<file path="config.mk">
export PLATFORM = sky130hd
export DESIGN_NAME = frame_assembler
export DESIGN_NICKNAME = d
export VERILOG_FILES = /design/src/design/adc_acq_pkg.sv /design/src/design/frame_assembler.sv
export SDC_FILE = /design/constraint.sdc
export NUM_CORES = 1
export LEC_CHECK = 0
export BUFFER_PORTS_ARGS = -buffer_cell sky130_fd_sc_hd__buf_2
export CORE_MARGIN = 2
export CORE_UTILIZATION = 40
export CTS_CLUSTER_DIAMETER = 60
export DETAILED_ROUTE_END_ITERATION = 10
export PLACE_DENSITY_LB_ADDON = 0.08
export RECOVER_POWER = 25
export SLEW_MARGIN = 30
export SYNTH_ARGS = -nofsm -noshare
export SYNTH_HDL_FRONTEND = slang
export SYNTH_SLANG_ARGS = --single-unit
</file>
<file path="constraint.sdc">
create_clock -name clk -period 8.4 [get_ports clk]
set_input_delay 0.84 -clock clk [delete_from_list [all_inputs] [get_ports clk]]
set_output_delay 0.84 -clock clk [all_outputs]
set_load 0.01 [all_outputs]
</file>
<file path="src/design/adc_acq_pkg.sv">
package adc_acq_pkg;

    // circular buffer address, 256 words deep
    typedef logic [7:0] cbuf_addr_t;

    // one buffer word, two packed 12-bit ADC samples
    typedef logic [31:0] adc_word_t;

    // combined enable inputs {enable1, enable0}
    // 0 is disarmed, 1..3 select the fill type
    typedef logic [1:0] fill_type_t;

    // what a 128-bit frame word carries
    typedef enum logic [1:0] {
        KIND_FILL_HDR = 2'd0,
        KIND_WFM_HDR  = 2'd1,
        KIND_DATA     = 2'd2,
        KIND_CHECKSUM = 2'd3
    } frame_kind_t;

    // fill header payload: [15:0] fill number, [17:16] fill type, [31:24] burst count
    // waveform header payload: [7:0] trigger address
    // checksum payload: [31:0] sum of the fill's data words
    typedef struct packed {
        frame_kind_t  kind;
        logic [127:0] payload;
    } frame_word_t;

    // registered strobes from the sequencer
    typedef struct packed {
        logic fill_hdr_sel;
        logic wfm_hdr_sel;
        logic dat_sel;
        logic checksum_sel;
        logic checksum_update;
        logic frame_wr;
        logic burst_cntr_init;
        logic burst_cntr_en;
        logic fill_cntr_en;
        logic latch_burst;
    } acq_ctrl_t;

endpackage

</file>
<file path="src/design/frame_assembler.sv">
`timescale 1ns/1ns

module frame_assembler (
    input  logic                     clk,
    input  logic                     adc_acq_full_reset,
    input  adc_acq_pkg::acq_ctrl_t    ctrl,
    input  adc_acq_pkg::fill_type_t   fill_type,
    input  logic [7:0]               burst_count_0,
    input  logic [7:0]               burst_count_1,
    input  adc_acq_pkg::cbuf_addr_t   trig_addr,
    input  logic [127:0]             burst_data,
    output adc_acq_pkg::frame_word_t  frame_wr_data,
    output logic                     burst_cntr_zero
);

    import adc_acq_pkg::*;

    logic [7:0]  burst_sel;
    logic [7:0]  burst_len;
    logic [7:0]  burst_cntr;
    logic [15:0] fill_number;
    cbuf_addr_t  wfm_addr;
    logic [31:0] checksum;
    logic [31:0] burst_sum;

    // type 1 runs on count 0, types 2 and 3 on count 1
    assign burst_sel = (fill_type == fill_type_t'(1)) ? burst_count_0 : burst_count_1;
    // a zero count still gives one burst
    assign burst_len = (burst_sel == '0) ? 8'd1 : burst_sel;

    assign burst_cntr_zero = (burst_cntr == '0);

    // four data words of the burst now on the mux
    assign burst_sum = burst_data[31:0] + burst_data[63:32] +
                       burst_data[95:64] + burst_data[127:96];

    always_ff @(posedge clk) begin
        if (adc_acq_full_reset) begin
            burst_cntr  <= '0;
            fill_number <= '0;
        end else begin
            if (ctrl.burst_cntr_init) begin
                burst_cntr <= burst_len;
            end else if (ctrl.burst_cntr_en && !burst_cntr_zero) begin
                burst_cntr <= burst_cntr - 1'b1;
            end
            if (ctrl.fill_cntr_en) begin
                fill_number <= fill_number + 1'b1;
            end
        end
    end

    // head of the trigger FIFO is taken before it is popped
    always_ff @(posedge clk) begin
        if (ctrl.burst_cntr_init) begin
            wfm_addr <= trig_addr;
        end
        // restart the sum with every fill header
        if (ctrl.fill_hdr_sel) begin
            checksum <= '0;
        end else if (ctrl.checksum_update) begin
            checksum <= checksum + burst_sum;
        end
    end

    // selects are high in the same cycle as frame_wr
    always_comb begin
        frame_wr_data = '0;
        if (ctrl.fill_hdr_sel) begin
            frame_wr_data.kind           = KIND_FILL_HDR;
            frame_wr_data.payload[15:0]  = fill_number;
            frame_wr_data.payload[17:16] = fill_type;
            frame_wr_data.payload[31:24] = burst_len;
        end else if (ctrl.wfm_hdr_sel) begin
            frame_wr_data.kind          = KIND_WFM_HDR;
            frame_wr_data.payload[7:0]  = wfm_addr;
        end else if (ctrl.dat_sel) begin
            frame_wr_data.kind    = KIND_DATA;
            frame_wr_data.payload = burst_data;
        end else if (ctrl.checksum_sel) begin
            frame_wr_data.kind          = KIND_CHECKSUM;
            frame_wr_data.payload[31:0] = checksum;
        end
    end

endmodule

</file>
-- Yosys cells after proc, flatten, opt, wreduce, memory -nomap -nowiden
Index checks and enable logic that the tools add are counted.
- bits in registers: 64
- input bits: 166
- output and inout port bits: 131
- logic and storage cells: 33
- $add $sub $neg: 6
- equal/unequal tests: 1
- multiplexer cells: 17
- reductions and logical operators: 5
- operator list (operator ; number):
    $mux 96 ; 2
    $add 32x32->32 ; 4
    $mux 120 ; 1
    $mux 32 ; 2
    $mux 8 ; 6
    $mux 18 ; 1
    $add 16x1->16 const B ; 1
    $logic_not 8->1 ; 2
    $mux 2 ; 4
    $sub 8x1->8 const B ; 1
    $mux 6 ; 1
    $eq 2x1->1 const B ; 1
    $reduce_bool 2->1 ; 1
    $logic_and 1x1->1 ; 1
    $logic_not 1->1 ; 1

-- Logic depth before layout (Yosys ltp)
Gate-level depths: netlist of run 1.
- depth after elaboration: 5
- depth in mapped cells: 16
- gate-level depth less buffers: 15

-- Worst setup path before layout of run 1
OpenSTA, ideal clock, no wires.
- kind: input to register
- start: in burst_data[2]
- end: reg checksum[30]
- library setup time: 123 ps
- arrival time: 4289 ps
- data required time: 8277 ps
- slack: 3987 ps
- cell stages on the path: 15
- buffers on the path: 0
- cells stage by stage: inv_1 fa_1 inv_1 fa_1 inv_1 fa_1 inv_1 ha_1 a21o_1 a21oi_1 o21ai_4 a31oi_2 o211ai_1 a32oi_1 mux2_1
- longest elaborated chain between the ends: 4
- ends and longest elaborated chain (element ; RTL line ; text):
    start, declared ; frame_assembler.sv:11 ; input logic [127:0] burst_data,
    $add 32x32->32 (2 in a row) ; frame_assembler.sv:34 ; assign burst_sum = burst_data[31:0] + burst_data[63:32] +
    $add 32x32->32 ; frame_assembler.sv:35 ; burst_data[95:64] + burst_data[127:96];
    $add 32x32->32 ; frame_assembler.sv:62 ; checksum <= checksum + burst_sum;
    end signal, assigned ; frame_assembler.sv:62 ;
    end, declared ; frame_assembler.sv:23 ; logic [31:0] checksum;
No other way between the ends.
A chain may end at the register's enable or synchronous reset.

==> results of run 1 <==
==> power breakdown <==
part / internal [mW] / leakage (nW) / switching (mW)
sequential: 0.372 / 0.539 / 0.0535
combinational: 0.742 / 4.99 / 1.09
clock: 0.269 / 0.159 / 0.157
total: 1.38 / 5.68 / 1.31
==> logic make-up after synthesis <==
| group | share of synthesized area |
|---|---|
| flip-flops | 0.1586 |
| XOR/XNOR | 0.03571 |
| buffers and inverters | 0.1609 |
| AO/OA/AOI/OAI | 0.1612 |
| multiplexers | 0.02216 |
| adder cells (fa/ha/maj) | 0.2656 |
| AND/OR/NAND/NOR | 0.1959 |
==> synth_stat cells, drive strengths merged (19+ instances only) <==
library cell,number,share of area
nand3,20,0.012
o21ai,35,0.022
nor4,61,0.045
inv,299,0.13
nand4,19,0.014
dfxtp,56,0.13
and2,41,0.030
ha,35,0.051
xnor2,22,0.022
a21oi,42,0.027
nor3,19,0.011
clkbuf,54,0.024
nor2,60,0.027
fa,92,0.21
nand2,43,0.019
==> area by class of cell <==
cell class | instances | area, um^2
Clock buffer | 10 | 239.0
Clock inverter | 6 | 91.34
Fill cell | 2168 | 10500
Inverter | 299 | 1122
Multi-Input combinational cell | 676 | 5849
Sequential cell | 64 | 1361
Tap cell | 275 | 344.1
Timing Repair Buffer | 303 | 1519
==> registers in the layout (all words and copies together) (netlist names) <==
register	cells
burst_cntr	8
checksum	32
fill_number	16
wfm_addr	8
==> per-stage QoR <==
step | util | hold slack (ns) | setup slack (ns) | total power, mW
2_1_floorplan | - | 0.4474 | 3.987 | 1.846
3_3_place_gp | 0.4863 | 0.4778 | 3.468 | 2.247
3_5_place_dp | 0.4864 | 0.4913 | 3.401 | 2.257
4_1_cts | 0.5021 | 0.4992 | 3.764 | 2.703
5_1_grt | 0.5007 | 0.5244 | 2.503 | 2.972
6_report | 0.5007 | 0.4933 | 2.782 | 2.689
==> per-layer routing <==
| metal | wire [um] | up-vias | share of wire |
|---|---|---|---|
| met5 | 0 | - | 0 |
| met2 | 11440 | 254 | 0.47 |
| met3 | 1625 | 11 | 0.067 |
| met4 | 154 | 0 | 0.0063 |
| li1 | - | 4124 | - |
| met1 | 11200 | 3837 | 0.46 |
==> worst max-delay path, cell delays in order <==
cell	delay, ns
buf_2	0.07
clkbuf_1	2.65
nor4b_2	0.18
buf_4	0.38
a222oi_1	0.39
inv_1	0.09
buf_2	0.15
==> final timing paths <==
check,endpoint,slack [ns],from
max,frame_wr_data[17],2.78,ctrl[8]
min,checksum[11],0.49,checksum[11]
max reg2reg,checksum[30],5.03,checksum[2]
min reg2reg,checksum[11],0.49,checksum[11]
==> results.toml, run 1 <==
[finish]
n_antenna_cell = 0
syn_to_final_growth_pct = 22.62
finalInstanceArea_um2 = 10530
fin_cells = 1633
nNetsFinal = 1646
final_cell_mix = "298 x inv_1, 281 x buf_2, 92 x fa_1"
final_common_cell = "inv_1"
final_layout_size_suffix_gt1_frac = 0.2430

[die]
die-height_um = 150.5
rows = 53
core_area_um2 = 21020
dieArea_um2 = 22650
start_util = 0.4084
pin_count = 297
die-width_um = 150.5

[clocking]
clk_latency_ns = 0.34
clock-root-buffer = "clkbuf_16"
cts_buffers = 9
cts_setup_buffers = 0
clkTransAtPathRegs_ns = 0.06
clockBufferDepth = 2
cts_sinks = 64
ctsHoldBuffers = 0
cts-htree-levels = 3
cts_tree = "done"
cts_resized = 0

[placed_design]
dp_hpwl_um = 19180
port_buffers = 294
post-place-cells = 1617
place_area_um2 = 10220
gp_congestion = 0.8047

[logic_synthesis]
async_reset_ff_frac = 0
synth_edf_count = 8
synth.yosys.warnings = 0
synth_seq_cells = 64
syn-cell-area_um2 = 8584
synth_flop_cell = "dfxtp_1"
postSynthCellCount = 1104
yosysSeqAreaShare = 0.1586
syn_avg_cell_area_um2 = 7.776
synth.distinct_cells = 73
syn_nets = 1397

[global_routing]
grt_usage = 0.2154
grt_pass1_vias = 7578
antenna_found_initial = 0
met2_usage = 0.3616
grt_use_met1 = 0.2967
grt-busiest-layer = "met2"
grt_max_degree = 79
met3_usage = 0.03667
grt.overflow.total = 0
grt_pass1_wl_um = 38480

[worst_setup_path]
worstSetupEndpointType = "output port"
cp_max_fo = 78
crit_required_ns = 7.56
cp.arrival_ns = 4.78
critPathLaunchType = "primary input"
r2r_cells = 11
worst-setup-path-type = "primary input to output port"

[flow_run]
cap_violations = 1

[sta]
setup_violations = 0
worst_pin_slew_ns = 3.786
slew_viol_final = 79
rsz0062_at_grt = "false"
max_slew_margin = -1.524
layout_min_cycle_time_ns = 5.618
finalSetupTns_ns = 0
finClkSkew_ns = 0.005582
hold_violations = 0
timing.final.crit_share = 0.6688
fmax_ghz = 0.1780

[outcome]
violations = "max-capacitance violations, max-slew violations"
status = "finished with violations"

[worst_hold_path]
hold_path_class = "flop to flop"
hold_depth = 2

[routing]
drt_iter0_drc = 464
drt-pass1-iter-count = 7
wl_um = 24420
drt-vias-per-instance = 5.037
drc = 0
vias = 8226
postRouteAntennaNets = 0
routedWlPerCell_um = 14.95

[power_and_ir_drop]
leakagePower_nw = 5.685
peakVddDrop_mv = 0.1280
power_density_nw_per_um2 = 255.4
Note: power is estimated with default switching activity, not from simulation.
==> run 2: changes to the inputs <==
Clock period 8.4 ns to 5.6 ns, I/O delays scaled along.
==> results.toml, run 2 (synthesized netlist as in run 1, its figures left out) <==
[outcome]
status = "finished clean"

[placed_design]
dp_hpwl_um = 19510
port_buffers = 294
place_area_um2 = 10230
gp_congestion = 0.8291

[routing]
drt-vias-per-instance = 5.033
vias = 8224
wl_um = 24670
drt_iter0_drc = 430
drt-pass1-iter-count = 6
routedWlPerCell_um = 15.10
postRouteAntennaNets = 0
drc = 0

[finish]
top_register = "checksum"
seq_area_um2 = 1361
nNetsFinal = 1647
final_common_cell = "inv_1"
final_layout_size_suffix_gt1_frac = 0.2436
largest_reg_flops = 32
final_util = 0.5006
final_cell_mix = "299 x inv_1, 284 x buf_2, 92 x fa_1"
finalInstanceArea_um2 = 10520
n_antenna_cell = 0
top_regs = "checksum x32, fill_number x16"
syn_to_final_growth_pct = 22.59
multiInputGateArea_um2 = 5844
fillers = 2135

[clocking]
cts_setup_buffers = 0
clock-root-buffer = "clkbuf_16"
clockBufferDepth = 2
cts_resized = 0
cts_buffers = 9
cts_tree = "done"
cts_sinks = 64
ctsHoldBuffers = 0
clkTransAtPathRegs_ns = 0.06
clk_latency_ns = 0.34
cts-htree-levels = 3

[global_routing]
grt_pass1_vias = 7735
grt.overflow.total = 0
grt_max_degree = 84
antenna_found_initial = 0
grt_pass1_wl_um = 39370
grt_usage = 0.2195

[sta]
max_slew_margin = 0.06004
timing.final.crit_share = 0.7668
finClkSkew_ns = 0.006123
hold_violations = 0
layout_min_cycle_time_ns = 4.294
worst_pin_slew_ns = 1.410
finalSetupTns_ns = 0
setup_violations = 0
rsz0062_at_grt = "false"
fmax_ghz = 0.2329
slew_viol_final = 0

[die]
die-width_um = 150.5
rows = 53
start_util = 0.4084
dieArea_um2 = 22650
core_area_um2 = 21020
die-height_um = 150.5
pin_count = 297

[worst_setup_path]
worstSetupEndpointType = "flop"
critPathLaunchType = "primary input"
cp.arrival_ns = 4.52
cp_max_fo = 5
crit_required_ns = 5.82
worst-setup-path-type = "primary input to flop"

[worst_hold_path]
hold_path_class = "primary input to flop"

[power_and_ir_drop]
p_comb_frac = 0.686
clkPwrFrac = 0.155
p_int_mw = 2.062
seq_power_share = 0.159
switching_share = 0.4859
power_density_nw_per_um2 = 381.1
peakVddDrop_mv = 0.1826
leakagePower_nw = 5.691
p_sw_mw = 1.949

[flow_run]
cap_violations = 0
-- run 2: worst max-delay path, stage by stage --
cell and delay (ns):
buf_2 0.08, inv_1 0.06, fa_1 0.54, inv_1 0.05, fa_1 0.48, inv_1 0.06
fa_1 0.56, inv_1 0.06, ha_1 0.29, a21o_1 0.19, a21oi_1 0.31, o21ai_4 0.13
a31oi_2 0.30, o211ai_1 0.23, a32oi_1 0.30, mux2_1 0.34
-- run 2: metrics by stage --
step	cells	hold WS (ns)	setup slack (ns)	total power [mW]
4_1_cts	1634	0.3756	1.314	4.035
6_report	1634	0.3924	1.306	4.010
5_1_grt	1634	0.3789	1.023	4.456
3_3_place_gp	1618	0.4752	0.9691	3.367
2_1_floorplan	1104	0.4474	1.467	2.770
3_5_place_dp	1618	0.4913	0.9604	3.384
-- run 2: metal layers --
layer	track usage	up-vias	share of wire
li1	-	4134	-
met1	0.3066	3836	0.47
met2	0.3657	239	0.46
met3	0.03000	15	0.058
met4	0.04104	0	0.0099
met5	0	-	0
-- run 2: path summary, 6_finish.rpt --
kind,cells after the start,end,slack (ns),start
max,16,checksum[30],1.31,burst_data[2]
min,1,wfm_addr[0],0.39,trig_addr[0]
max reg2reg,11,checksum[30],2.31,checksum[2]
min reg2reg,2,burst_cntr[4],0.49,burst_cntr[4]
-- run 2: final cells by class --
class | instances | area share
Tap cell | 275 | 0.03270
Inverter | 299 | 0.1066
Clock inverter | 7 | 0.009155
Timing Repair Buffer | 304 | 0.1454
Sequential cell | 64 | 0.1294
Multi-Input combinational cell | 676 | 0.5553
Clock buffer | 9 | 0.02140
-- run 2: power by group through the flow --
stage	registers [mW]	clock network [mW]	logic (mW)
after floorplan	0.614	0	2.16
after detailed placement	0.648	0	2.74
after CTS	0.640	0.635	2.76
after global routing	0.651	0.655	3.15
after global placement	0.648	0	2.72
final	0.638	0.623	2.75
