$ cat config.mk
export PLATFORM = sky130hd
export DESIGN_NAME = sync_fifo
export DESIGN_NICKNAME = d
export VERILOG_FILES = /design/src/design/sync_fifo.sv
export SDC_FILE = /design/constraint.sdc
export NUM_CORES = 1
export LEC_CHECK = 0
export BUFFER_PORTS_ARGS = -buffer_cell sky130_fd_sc_hd__buf_2
export CAP_MARGIN = 20
export CORE_AREA = 2 2 42 44
export CTS_BUF_LIST = sky130_fd_sc_hd__clkbuf_8
export DETAILED_ROUTE_END_ITERATION = 8
export DIE_AREA = 0 0 44 46
export GPL_TIMING_DRIVEN = 0
export PLACE_DENSITY = 0.85
export SYNTH_ARGS = -nofsm -noshare
export SYNTH_HDL_FRONTEND = slang
export SYNTH_SLANG_ARGS = --single-unit
$ cat constraint.sdc
create_clock -name clk -period 3.4 [get_ports clk]
set_clock_uncertainty 0.15 [all_clocks]
set_input_delay 0.68 -clock clk [delete_from_list [all_inputs] [get_ports clk]]
set_output_delay 0.68 -clock clk [all_outputs]
set_load 0.005 [all_outputs]
$ cat src/design/sync_fifo.sv
`timescale 1ns/1ns

module sync_fifo #(
    parameter type payload_t = logic [7:0],
    parameter int DEPTH = 2
) (
    input  logic     clk,
    input  logic     adc_acq_full_reset,
    input  payload_t wr_data,
    input  logic     wr_valid,
    output logic     wr_ready,
    output payload_t rd_data,
    output logic     rd_valid,
    input  logic     rd_ready,
    output logic     empty
);

    localparam int PTR_W = (DEPTH > 1) ? $clog2(DEPTH) : 1;
    localparam int CNT_W = $clog2(DEPTH + 1);

    payload_t         mem [DEPTH];
    logic [PTR_W-1:0] wr_ptr;
    logic [PTR_W-1:0] rd_ptr;
    logic [CNT_W-1:0] count;
    logic             do_wr;
    logic             do_rd;

    // pointers wrap at DEPTH, which need not be a power of two
    function automatic logic [PTR_W-1:0] ptr_inc(input logic [PTR_W-1:0] ptr);
        return (ptr == PTR_W'(DEPTH - 1)) ? '0 : ptr + 1'b1;
    endfunction

    assign wr_ready = (count != CNT_W'(DEPTH));
    assign rd_valid = (count != '0);
    assign empty    = (count == '0);
    // show-ahead, head word is always on the output
    assign rd_data  = mem[rd_ptr];

    // a push into a full FIFO is dropped
    assign do_wr = wr_valid & wr_ready;
    assign do_rd = rd_ready & rd_valid;

    always_ff @(posedge clk) begin
        if (do_wr) begin
            mem[wr_ptr] <= wr_data;
        end
    end

    always_ff @(posedge clk) begin
        if (adc_acq_full_reset) begin
            wr_ptr <= '0;
            rd_ptr <= '0;
            count  <= '0;
        end else begin
            if (do_wr) begin
                wr_ptr <= ptr_inc(wr_ptr);
            end
            if (do_rd) begin
                rd_ptr <= ptr_inc(rd_ptr);
            end
            // occupancy only moves when exactly one side transfers
            if (do_wr && !do_rd) begin
                count <= count + 1'b1;
            end else if (do_rd && !do_wr) begin
                count <= count - 1'b1;
            end
        end
    end

endmodule

# After elaboration in Yosys (flattened, before gate mapping)
# Memories as Yosys holds them, arrays and structs flattened. A register that Yosys moved wholly into a read port is not among the register bits.
# Index checks and enable logic that the tools add are counted.
# classes
n_addsub	4
multipliers	0
n_div	0
magnitude_cmp	0
eq_ne	1
shifts	0
mux	8
n_bitwise	2
reduce_logical	7
# op_table
operator	n
$mux W1	6
$mux W2	2
$reduce_bool A2 Y1	2
$add A1 B1 Y1 const B	2
$add A2 B1 Y2 const B	1
$and A1 B1 Y1	2
$logic_and A1 B1 Y1	2
$logic_not A1 Y1	2
$logic_not A2 Y1	1
$ne A2 B2 Y1 const B	1
$sub A2 B1 Y2 const B	1
# totals
regBits	4
latchBits	0
mem_bits_rw	16
romBits	0
input_bits	12
out_inout_bits	11
elab_cells	26
n_memories	1
# mem_list
memory	depth	word_bits	rd	rd_ports_with_merged_regs	wr	line	rtl
mem	2	8	1	1	1	21	payload_t mem [DEPTH];

# Depth between registers and ports, before layout
# Gate-level depths: netlist of the first run.
# logic_depth
ltp_word	6
depth_mapped	6
ltp_nobuf	6

# Worst setup path before layout of the first run
# No wires, ideal clock.
# synth_timing
kind	input to register
start	input rd_ready
end	register count[1]
setup_ps	70
t_arrival_ps	1609
required_ps	3180
setup_slack_ps	1571
cell_stages	4
n_path_buf	0
cell_sequence	o21ai_0 ha_1 or3_1 a21oi_1
# synth_via
elab_chain_cells	4
elab_cells_between_ends	6
cone_classes	mux (1); bitwise (1); reduce/logical (4)
# synth_rtl
element	line	rtl
start, declared	14	input logic rd_ready,
$and A1 B1 Y1 *	41	assign do_rd = rd_ready & rd_valid;
$logic_not A1 Y1	62	if (do_wr && !do_rd) begin
$logic_and A1 B1 Y1	62	
$mux W2 / $reduce_bool A2 Y1 (equally long branches)	--	
end signal, assigned	63	count <= count + 1'b1;
end signal, assigned	65	count <= count - 1'b1;
end, declared	24	logic [CNT_W-1:0] count;
# Every way passes the cells marked *; elsewhere a longest branch is shown, timed or not.
# A chain may end at the register's enable or synchronous reset.

==> Flow_metrics.wiki, run 1 <==
{| class="wikitable"
! Metric !! Value
|-
| Avg Cell Area, Syn || 16.19 um^2
|-
| Worst setup path class || register to output port
|-
| Bufs on Longest Clock Path || 2
|-
| Routed via count || 466
|-
| GRT Total Usage || 0.1274
|-
| Max-slew headroom || 0.7607
|-
| Final critical-path required period || 2.063 ns
|-
| Number of diodes || 0
|-
| Critical Path Most Common Cell || buf_2
|-
| Gr ovfl total || 0
|-
| Unrepaired setup endpoints after global routing || false
|-
| TritonCTS clock tree || done
|-
| Cell family contributing the most delay on the critical path || multiplexers
|-
| Final setup fails || 0
|-
| Number of antenna violations at the first check in global routing || 0
|-
| Post-Syn Instances || 50
|-
| Clock insertion delay at the later pin of the skew report || 0.25 ns
|-
| Vias per cell || 5.011
|-
| Sequential fraction of the synthesis area || 0.7172
|-
| H-tree levels || 1
|-
| Synthesized cell area || 809.5 um^2
|-
| Layout cells sized above 1 || 0.5000
|-
| Data required time at the worst endpoint || 2.57 ns
|-
| Number of global-route vias before repair || 415
|-
| Drt drc || 0
|-
| Synth-to-Final Area Change || 21.95%
|-
| Tightest Hold Check Type || register to register
|-
| Number of placed instances with taps included || 89
|-
| Achievable frequency || 484.7 MHz
|-
| Detailed-placement wirelength estimate || 901 um
|-
| Critical Path, Cell by Cell || buf_2 -> mux2_2 -> buf_2
|-
| Pin count of the biggest net entering global routing || 13
|-
| Inserted Clock Buffers || 3
|-
| Port bufs || 22
|-
| Buffers plus inverters on the worst setup path || 2
|-
| Maximum fanout along the worst path || 8
|-
| Count of endpoints failing hold in the final timing report || 0
|-
| Ys Warns || 0
|-
| Post-route total power || 715.5 uW
|-
| Post-cts hold buffer count || 0
|-
| Number of placement rows || 15
|-
| Clock root buffer || clkbuf_8
|-
| I/O pin count || 23
|-
| Slew Viols, Final || 0
|-
| Die height || 46 um
|-
| Number of cells upsized or downsized after cts || 0
|-
| Arrival time reported for the critical path endpoint || 1.23 ns
|-
| Startpoint types || register
|-
| Ratio of final minimum period to clock period || 0.6069
|-
| Crit-path slowest cell || mux2_2
|-
| Most common library cell in the layout ignoring fill and taps || buf_2
|-
| Measured slew at the worst slew-check pin || 0.3590 ns
|-
| Count of different cell masters after synthesis || 17
|-
| Number of nets in the finished design || 90
|-
| Floorplan die area || 0.002024 mm^2
|-
| Final weighted congestion in routability-driven placement || 0.6315
|-
| Wire length of the first global-routing pass || 1.649 mm
|-
| Post CTS Setup Buffer Count || 0
|-
| Number of DRC markers after the initial detailed-route iteration || 2
|-
| Antenna Nets Post-Route || 0
|-
| IR drop worst, VDD || 0.4887 mV
|-
| Clock tree sinks || 21
|-
| Power per cell area || 724.8 mW/mm^2
|-
| Leakage power summed over all cells || 0.0004048 uW
|-
| Clock edge transition at the registers on the reported setup and hold paths || 0.07 ns
|-
| Final cell count without fillers || 93
|-
| Post-route worst setup slack || 1.337 ns
|-
| Initial Util || 0.5016
|-
| Area after DPL || 940.9 um^2
|-
| Fin Setup TNS || 0 ns
|-
| Non-Filler Cell Area, Final || 987.2 um^2
|-
| Worst stage delay on the critical path || 0.36 ns
|-
| Placeable core region || 0.001614 mm^2
|-
| Number of nets in the synthesized netlist || 63
|-
| Run status || completed
|-
| Most frequent cells in the layout || buf_2 (23), edfxtp_1 (16), mux2_2 (8)
|-
| Mean routed wirelength per cell || 12.37 um
|-
| Maximum capacitance violations || 0
|-
| Crit. End Element || output port
|-
| Aggregate routed wire length || 1.150 mm
|-
| Flip-flop and latch count after synthesis || 21
|-
| First-pass iteration count of the detailed router || 3
|-
| Die width || 44 um
|-
| Worst slack at placement || 1.416 ns
|}
-- cells in the mapped netlist --
cell type   n  area [um^2]
inv_1       2        7.510
mux2_2      8        90.09
dfxtp_1     5        100.1
a21bo_2     1        10.01
buf_2       1        5.000
a21oi_1     2        10.01
or2_2       1        6.260
xor2_1      3        26.28
and3_1      1        6.260
nand2b_4    1        13.76
o21ai_0     2        10.01
or3_1       1        6.260
nand3b_1    1        7.510
edfxtp_1   16        480.5
nor2_1      3        11.26
ha_1        1        12.51
and2_1      1        6.260
-- power breakdown --
group	switching (uW)	leakage [uW]	total, uW	internal [uW]
combinational	96.4	0.000189	212	115
clock	73.6	0.0000255	155	81.4
sequential	23.0	0.000191	349	326
total	193	0.000405	716	523
-- worst min-delay path, cell delays in order, from the launching register on --
cell     delay (ns)
dfxtp_1        0.34
xor2_1         0.08
nor2_1         0.07
-- routing by layer --
| layer | wire length (um) | GRT usage | part of all wire |
|---|---|---|---|
| met3 | 88 | 0.05159 | 0.077 |
| met5 | 0 | 0 | 0 |
| met4 | 33 | 0.1273 | 0.029 |
| met1 | 460 | 0.1145 | 0.40 |
| met2 | 568 | 0.2118 | 0.49 |
-- flip-flops by register name, indices dropped and copies added, names as in the netlist, named ones only --
| name | flops |
|---|---|
| mem | 16 |
| wr_ptr | 1 |
| count | 2 |
| rd_ptr | 1 |
-- path summary, 6_finish.rpt --
| check | startpoint | end | slack, ns | cells past startpoint |
|---|---|---|---|---|
| worst min register to register | rd_ptr$_SDFFE_PP0P_ | rd_ptr$_SDFFE_PP0P_ | 0.37 | 2 |
| worst max-delay path | register | rd_data[1] | 1.34 | 3 |
| worst min-delay path | rd_ptr$_SDFFE_PP0P_ | rd_ptr$_SDFFE_PP0P_ | 0.37 | 2 |
| worst max register to register | count[0]$_SDFFE_PP0P_ | count[1]$_SDFFE_PP0P_ | 1.68 | 5 |
-- metrics by stage --
stage / util / hold slack [ns]
floorplan: - / 0.3225
global placement: 0.5829 / 0.3345
detailed placement: 0.5829 / 0.3602
CTS: 0.6116 / 0.3772
global route: 0.6116 / 0.4170
finish: 0.6116 / 0.3714
-- final cells by class --
class                           instances  area, um^2
Buffer                                  1       5.005
Clock buffer                            3       41.29
Clock inverter                          1       5.005
Fill cell                             134       626.9
Inverter                                2       7.507
Multi-Input combinational cell         26       216.5
Sequential cell                        21       580.6
Tap cell                               17       21.27
Timing Repair Buffer                   22       110.1
-- cells by family after synthesis --
family / Yosys count / share of synthesized area
DFF: 21 / 0.7172
and+or+nand+nor: 9 / 0.07112
muxes: 8 / 0.1113
AOI/OAI and AO/OA: 5 / 0.03710
xor gates and xnor gates: 3 / 0.03246
buffers and inverters: 3 / 0.01545
adders and majority gates: 1 / 0.01545
Power figures use the tool's default switching activity.
==> run 2: changes to the inputs <==
--- a/config.mk
+++ b/config.mk
@@ -7,12 +7,12 @@
 export LEC_CHECK = 0
 export BUFFER_PORTS_ARGS = -buffer_cell sky130_fd_sc_hd__buf_2
 export CAP_MARGIN = 20
-export CORE_AREA = 2 2 42 44
+export CORE_AREA = 2 2 43 45
 export CTS_BUF_LIST = sky130_fd_sc_hd__clkbuf_8
 export DETAILED_ROUTE_END_ITERATION = 8
-export DIE_AREA = 0 0 44 46
+export DIE_AREA = 0 0 45 47
 export GPL_TIMING_DRIVEN = 0
-export PLACE_DENSITY = 0.85
+export PLACE_DENSITY = 0.81
 export SYNTH_ARGS = -nofsm -noshare
 export SYNTH_HDL_FRONTEND = slang
 export SYNTH_SLANG_ARGS = --single-unit
==> constraint.sdc (replaced) <==
create_clock -name clk -period 1.9 [get_ports clk]
set_clock_uncertainty 0.15 [all_clocks]
set_input_delay 0.38 -clock clk [delete_from_list [all_inputs] [get_ports clk]]
set_output_delay 0.38 -clock clk [all_outputs]
set_load 0.005 [all_outputs]
==> run 2 against run 1 <==
Net effect: clock power grew 81%; utilization shrank 1.4 points; combinational power grew 81%.
==> Flow_metrics.wiki, run 2 (synthesized netlist as in run 1, its figures left out) <==
{| class="wikitable"
! Metric !! Value
|-
| First-pass iteration count of the detailed router || 3
|-
| Number of cells upsized or downsized after cts || 0
|-
| Post-route worst setup slack || 0.1296 ns
|-
| Measured slew at the worst slew-check pin || 0.3695 ns
|-
| Number of diodes || 0
|-
| Util after Layout || 0.5977
|-
| Placeable core region || 0.001652 mm^2
|-
| Post CTS Setup Buffer Count || 0
|-
| Drt drc || 0
|-
| Bufs on Longest Clock Path || 2
|-
| Run status || completed
|-
| Routed via count || 471
|-
| Number of antenna violations at the first check in global routing || 0
|-
| Final weighted congestion in routability-driven placement || 0.6348
|-
| Data required time at the worst endpoint || 1.37 ns
|-
| Pin count of the biggest net entering global routing || 13
|-
| Slew Viols, Final || 0
|-
| H-tree levels || 1
|-
| Number of filler instances in the final layout || 145
|-
| Number of DRC markers after the initial detailed-route iteration || 3
|-
| Top Registers || mem: 16 flops, count: 2 flops
|-
| Most common library cell in the layout ignoring fill and taps || buf_2
|-
| Tightest Hold Check Type || primary input to register
|-
| Antenna Nets Post-Route || 0
|-
| Clock insertion delay at the later pin of the skew report || 0.25 ns
|-
| Start of the worst register-to-register path || count[0]$_SDFFE_PP0P_
|-
| Floorplan die area || 0.002115 mm^2
|-
| Crit. End Element || output port
|-
| Number of placement rows || 15
|-
| Clock edge transition at the registers on the reported setup and hold paths || 0.07 ns
|-
| IR drop worst, VDD || 0.7806 mV
|-
| Max-slew headroom || 0.7536
|-
| I/O pin count || 23
|-
| Power per cell area || 1306 mW/mm^2
|-
| Count of endpoints failing hold in the final timing report || 0
|-
| Number of global-route vias before repair || 477
|-
| Layout cells sized above 1 || 0.5000
|-
| Aggregate routed wire length || 1.261 mm
|-
| Worst setup path class || register to output port
|-
| Number of nets in the finished design || 90
|-
| Vias per cell || 5.065
|-
| Ratio of final minimum period to clock period || 0.9318
|-
| Die width || 45 um
|-
| Port bufs || 22
|-
| Post-cts hold buffer count || 0
|-
| Achievable frequency || 564.9 MHz
|-
| Worst slack at placement || 0.1742 ns
|-
| Initial Util || 0.4902
|-
| Most frequent cells in the layout || buf_2 (23), edfxtp_1 (16), mux2_2 (8)
|-
| Mean routed wirelength per cell || 13.56 um
|-
| Detailed-placement wirelength estimate || 935.6 um
|-
| Clock root buffer || clkbuf_8
|-
| TritonCTS clock tree || done
|-
| Hold Path Origin || wr_data[4]
|-
| Register with the most flip-flops || mem
|-
| Area after DPL || 940.9 um^2
|-
| Number of flip-flops under the largest register name || 16
|-
| Leakage power summed over all cells || 0.0004048 uW
|-
| Final critical-path required period || 1.770 ns
|-
| Fin Setup TNS || 0 ns
|-
| Maximum fanout along the worst path || 8
|-
| Arrival time reported for the critical path endpoint || 1.24 ns
|-
| Startpoint types || register
|-
| Wire length of the first global-routing pass || 1.987 mm
|-
| Non-Filler Cell Area, Final || 987.2 um^2
|-
| Maximum capacitance violations || 0
|-
| Gr ovfl total || 0
|-
| Clock tree sinks || 21
|-
| Die height || 47 um
|-
| GRT Total Usage || 0.1382
|-
| Inserted Clock Buffers || 3
|-
| Synth-to-Final Area Change || 21.95%
|-
| Final setup fails || 0
|-
| Unrepaired setup endpoints after global routing || false
|}
## run 2: cell counts in the layout (fill, tap and decap cells not counted)
No cell type changed its count.
## run 2: critical path, stage by stage, from the launching register on
cell	delay (ns)
dfxtp_1	0.30
buf_2	0.20
mux2_2	0.36
buf_2	0.12
## run 2: through the flow
stage	hold WS [ns]	power, uW	std cells
global placement	0.3360	1004	89
finish	0.1612	1289	93
detailed placement	0.3533	1023	89
floorplan	0.2991	881.6	50
global route	0.1582	1373	93
CTS	0.1549	1304	93
## run 2: layout make-up
| cell class | count | area (um^2) | area share |
|---|---|---|---|
| flip-flops and latches | 21 | 580.6 | 0.5881 |
| repair buffers | 22 | 110.1 | 0.1115 |
| plain buffers | 1 | 5.005 | 0.005070 |
| inverters | 2 | 7.507 | 0.007605 |
| multi-input cells | 26 | 216.5 | 0.2193 |
| clock inverters | 1 | 5.005 | 0.005070 |
| clock buffers | 3 | 41.29 | 0.04183 |
| well taps | 17 | 21.27 | 0.02155 |
## run 2: final timing paths
| kind | slack, ns | depth (start not counted) | endpoint |
|---|---|---|---|
| max reg2reg | 0.14 | 5 | count[1]$_SDFFE_PP0P_ |
| min | 0.16 | 1 | mem[0][4]$_DFFE_PP_ |
| max | 0.13 | 3 | rd_data[1] |
| min reg2reg | 0.37 | 2 | register |
## run 2: power breakdown
part | leakage, uW | switching (uW) | internal [uW] | total (uW)
clock network | 0.0000255 | 135 | 146 | 281
registers | 0.000191 | 41.8 | 583 | 625
logic | 0.000189 | 177 | 206 | 384
## run 2: routing by layer
metal	global-route usage	vias up	routed length [um]	part of all wire
li1	-	234	-	-
met1	0.1538	214	509	0.40
met2	0.2371	19	639	0.51
met3	0.03462	4	93	0.074
met4	0.08824	0	19	0.015
met5	0	-	0	0
==> run 3: changes to the inputs <==
--- a/config.mk
+++ b/config.mk
@@ -7,12 +7,12 @@
 export LEC_CHECK = 0
 export BUFFER_PORTS_ARGS = -buffer_cell sky130_fd_sc_hd__buf_2
 export CAP_MARGIN = 20
-export CORE_AREA = 2 2 43 45
+export CORE_AREA = 2 2 45 47
 export CTS_BUF_LIST = sky130_fd_sc_hd__clkbuf_8
 export DETAILED_ROUTE_END_ITERATION = 8
-export DIE_AREA = 0 0 45 47
+export DIE_AREA = 0 0 47 49
 export GPL_TIMING_DRIVEN = 0
-export PLACE_DENSITY = 0.81
+export PLACE_DENSITY = 0.78
 export SYNTH_ARGS = -nofsm -noshare
 export SYNTH_HDL_FRONTEND = slang
 export SYNTH_SLANG_ARGS = --single-unit
==> constraint.sdc (replaced) <==
create_clock -name clk -period 1.5 [get_ports clk]
set_clock_uncertainty 0.15 [all_clocks]
set_input_delay 0.3 -clock clk [delete_from_list [all_inputs] [get_ports clk]]
set_output_delay 0.3 -clock clk [all_outputs]
set_load 0.005 [all_outputs]
==> run 3 against run 2 <==
Net effect: the flow now finishes with violations (setup timing); die area grew 8.9%; final area rose by 15%; power rose by 46%; cell count grew 13%; wire length down 1.7%; sequential cell count stayed put; sequential share of layout area down 7.2 points; via count increased by 4.2%; utilization rose by 1.9 points; clock power rose by 21%; critical path type unchanged; critical endpoint is now rd_data[2].
==> Flow_metrics.wiki, run 3 (synthesized netlist as in run 1, its figures left out) <==
{| class="wikitable"
! Metric !! Value
|-
| Run status || complete, but fails checks
|-
| Failing checks || setup timing
|-
| Wire length of the first global-routing pass || 1.952 mm
|-
| Switching fraction of total power || 0.2632
|-
| Number of global-route vias before repair || 496
|-
| Routed via count || 491
|-
| Startpoint types || register
|-
| Layout cells sized above 1 || 0.6154
|-
| Final critical-path required period || 1.593 ns
|-
| Register with the most flip-flops || mem
|-
| Clock tree sinks || 21
|-
| Antenna Nets Post-Route || 0
|-
| Buffers plus inverters on the worst setup path || 2
|-
| Clock root buffer || clkbuf_8
|-
| Measured slew at the worst slew-check pin || 0.2128 ns
|-
| Util after Layout || 0.6168
|-
| Maximum capacitance violations || 0
|-
| GRT Total Usage || 0.1162
|-
| Clock edge transition at the registers on the reported setup and hold paths || 0.07 ns
|-
| Initial Util || 0.4395
|-
| Unrepaired setup endpoints after global routing || true
|-
| Inserted Clock Buffers || 3
|-
| Number of placed instances with taps included || 99
|-
| Max-slew headroom || 0.8581
|-
| Post-cts hold buffer count || 0
|-
| Worst stage delay on the critical path || 0.33 ns
|-
| Number of nets in the finished design || 92
|-
| Number of DRC markers after the initial detailed-route iteration || 8
|-
| Final cell count without fillers || 105
|-
| Critical Path, Cell by Cell || buf_8 -> mux2_4 -> buf_6
|-
| Top Registers || mem: 16 flops, count: 2 flops
|-
| Post-route worst setup slack || -0.09268 ns
|-
| Ratio of final minimum period to clock period || 1.062
|-
| Switching power || 497.0 uW
|-
| Number of diodes || 0
|-
| Drt drc || 0
|-
| Maximum fanout along the worst path || 8
|-
| Most common library cell in the layout ignoring fill and taps || edfxtp_1
|-
| Port bufs || 22
|-
| Tightest Hold Check Type || primary input to register
|-
| Gr ovfl total || 0
|-
| Aggregate routed wire length || 1.240 mm
|-
| Power per cell area || 1662 mW/mm^2
|-
| TritonCTS clock tree || done
|-
| Die width || 47 um
|-
| Fraction of power consumed by combinational cells || 0.389
|-
| Vias per cell || 4.676
|-
| Number of flip-flops under the largest register name || 16
|-
| First-pass iteration count of the detailed router || 4
|-
| Floorplan die area || 0.002303 mm^2
|-
| Number of placement rows || 16
|-
| Most frequent cells in the layout || edfxtp_1 (16), buf_2 (14), mux2_4 (8), buf_6 (8)
|-
| IR drop worst, VDD || 1.113 mV
|-
| Cell family contributing the most delay on the critical path || flip-flops
|-
| Bufs on Longest Clock Path || 2
|-
| Placeable core region || 0.001842 mm^2
|-
| Pin count of the biggest net entering global routing || 12
|-
| Slew Viols, Final || 0
|-
| Leakage power summed over all cells || 0.0004657 uW
|-
| Final weighted congestion in routability-driven placement || 0.6685
|-
| Achievable frequency || 627.9 MHz
|-
| Crit-path slowest cell || dfxtp_2
|-
| I/O pin count || 23
|-
| Arrival time reported for the critical path endpoint || 1.14 ns
|-
| Crit. End Element || output port
|-
| Mean routed wirelength per cell || 11.81 um
|-
| Number of antenna violations at the first check in global routing || 0
|-
| Die height || 49 um
|-
| Proportion of power drawn by the clock network || 0.180
|-
| Worst setup path class || register to output port
|-
| Detailed-placement wirelength estimate || 858.6 um
|-
| Final setup fails || 9
|-
| Count of endpoints failing hold in the final timing report || 0
|-
| Sequential fraction of design power || 0.431
|-
| Clock insertion delay at the later pin of the skew report || 0.25 ns
|-
| Synth-to-Final Area Change || 40.34%
|-
| Data required time at the worst endpoint || 1.05 ns
|-
| FF-to-FF setup slack || -0.07 ns
|-
| H-tree levels || 1
|-
| Internal power consumption || 1391 uW
|}
-- run 3: cell type report --
| class | instances | area, um^2 |
|---|---|---|
| fillers | 148 | 705.7 |
| flip-flops and latches | 21 | 586.8 |
| multi-input cells | 26 | 272.8 |
| repair buffers | 24 | 175.2 |
| clock buffers | 3 | 41.29 |
| well taps | 27 | 33.78 |
| plain buffers | 1 | 15.01 |
| inverters | 2 | 7.507 |
| clock inverters | 1 | 3.754 |
-- run 3: repair_timing --
action | in CTS | in global routing
buffers inserted | 1 | 1
gates resized for setup | 24 | 2
endpoints found under the setup margin | 11 | 17
cloned | 0 | 0
endpoints found under the hold margin | 0 | 0
pin swaps | 1 | 1
-- run 3: per-layer routing --
| layer | vias to the layer above | global-route usage | share of wire |
|---|---|---|---|
| met1 | 236 | 0.1369 | 0.42 |
| li1 | 238 | - | - |
| met3 | 0 | 0.02593 | 0.068 |
| met5 | - | 0 | 0 |
| met2 | 17 | 0.2032 | 0.51 |
| met4 | 0 | 0.03241 | 0 |
-- run 3: worst paths after layout --
kind	endpoint	depth (start not counted)	from
max reg2reg	count[1]$_SDFFE_PP0P_	6	count[0]$_SDFFE_PP0P_
max	rd_data[2]	3	register
min	mem[0][6]$_DFFE_PP_	1	wr_data[6]
min reg2reg	register	2	rd_ptr$_SDFFE_PP0P_
-- run 3: per-stage QoR --
stage          cell area [um^2]  power [uW]  setup WS [ns]  TNS (ns)  hold WS (ns)
2_1_floorplan             829.5        1152       -0.01665  -0.01665        0.2150
3_3_place_gp              973.4        1312       -0.06781  -0.06781        0.3348
3_5_place_dp              973.4        1333       -0.08791  -0.08791        0.3414
4_1_cts                    1125        1884        -0.1013   -0.8742       0.07635
5_1_grt                    1136        1992        -0.1366    -1.128       0.08111
6_report                   1136        1888       -0.09268   -0.7734       0.08424
-- run 3: worst register-to-register path, stage by stage, from the launching register on --
cell      delay [ns]
dfxtp_4         0.36
nand2b_4        0.14
and2_4          0.14
ha_4            0.15
xor2_1          0.14
or3_1           0.32
a21oi_2         0.11
-- run 3: power groups by stage --
stage	clock network [uW]	registers, uW	logic, uW
floorplan	0	798	354
global placement	0	805	506
detailed placement	0	811	522
CTS	355	817	712
global route	369	825	797
finish	339	814	735
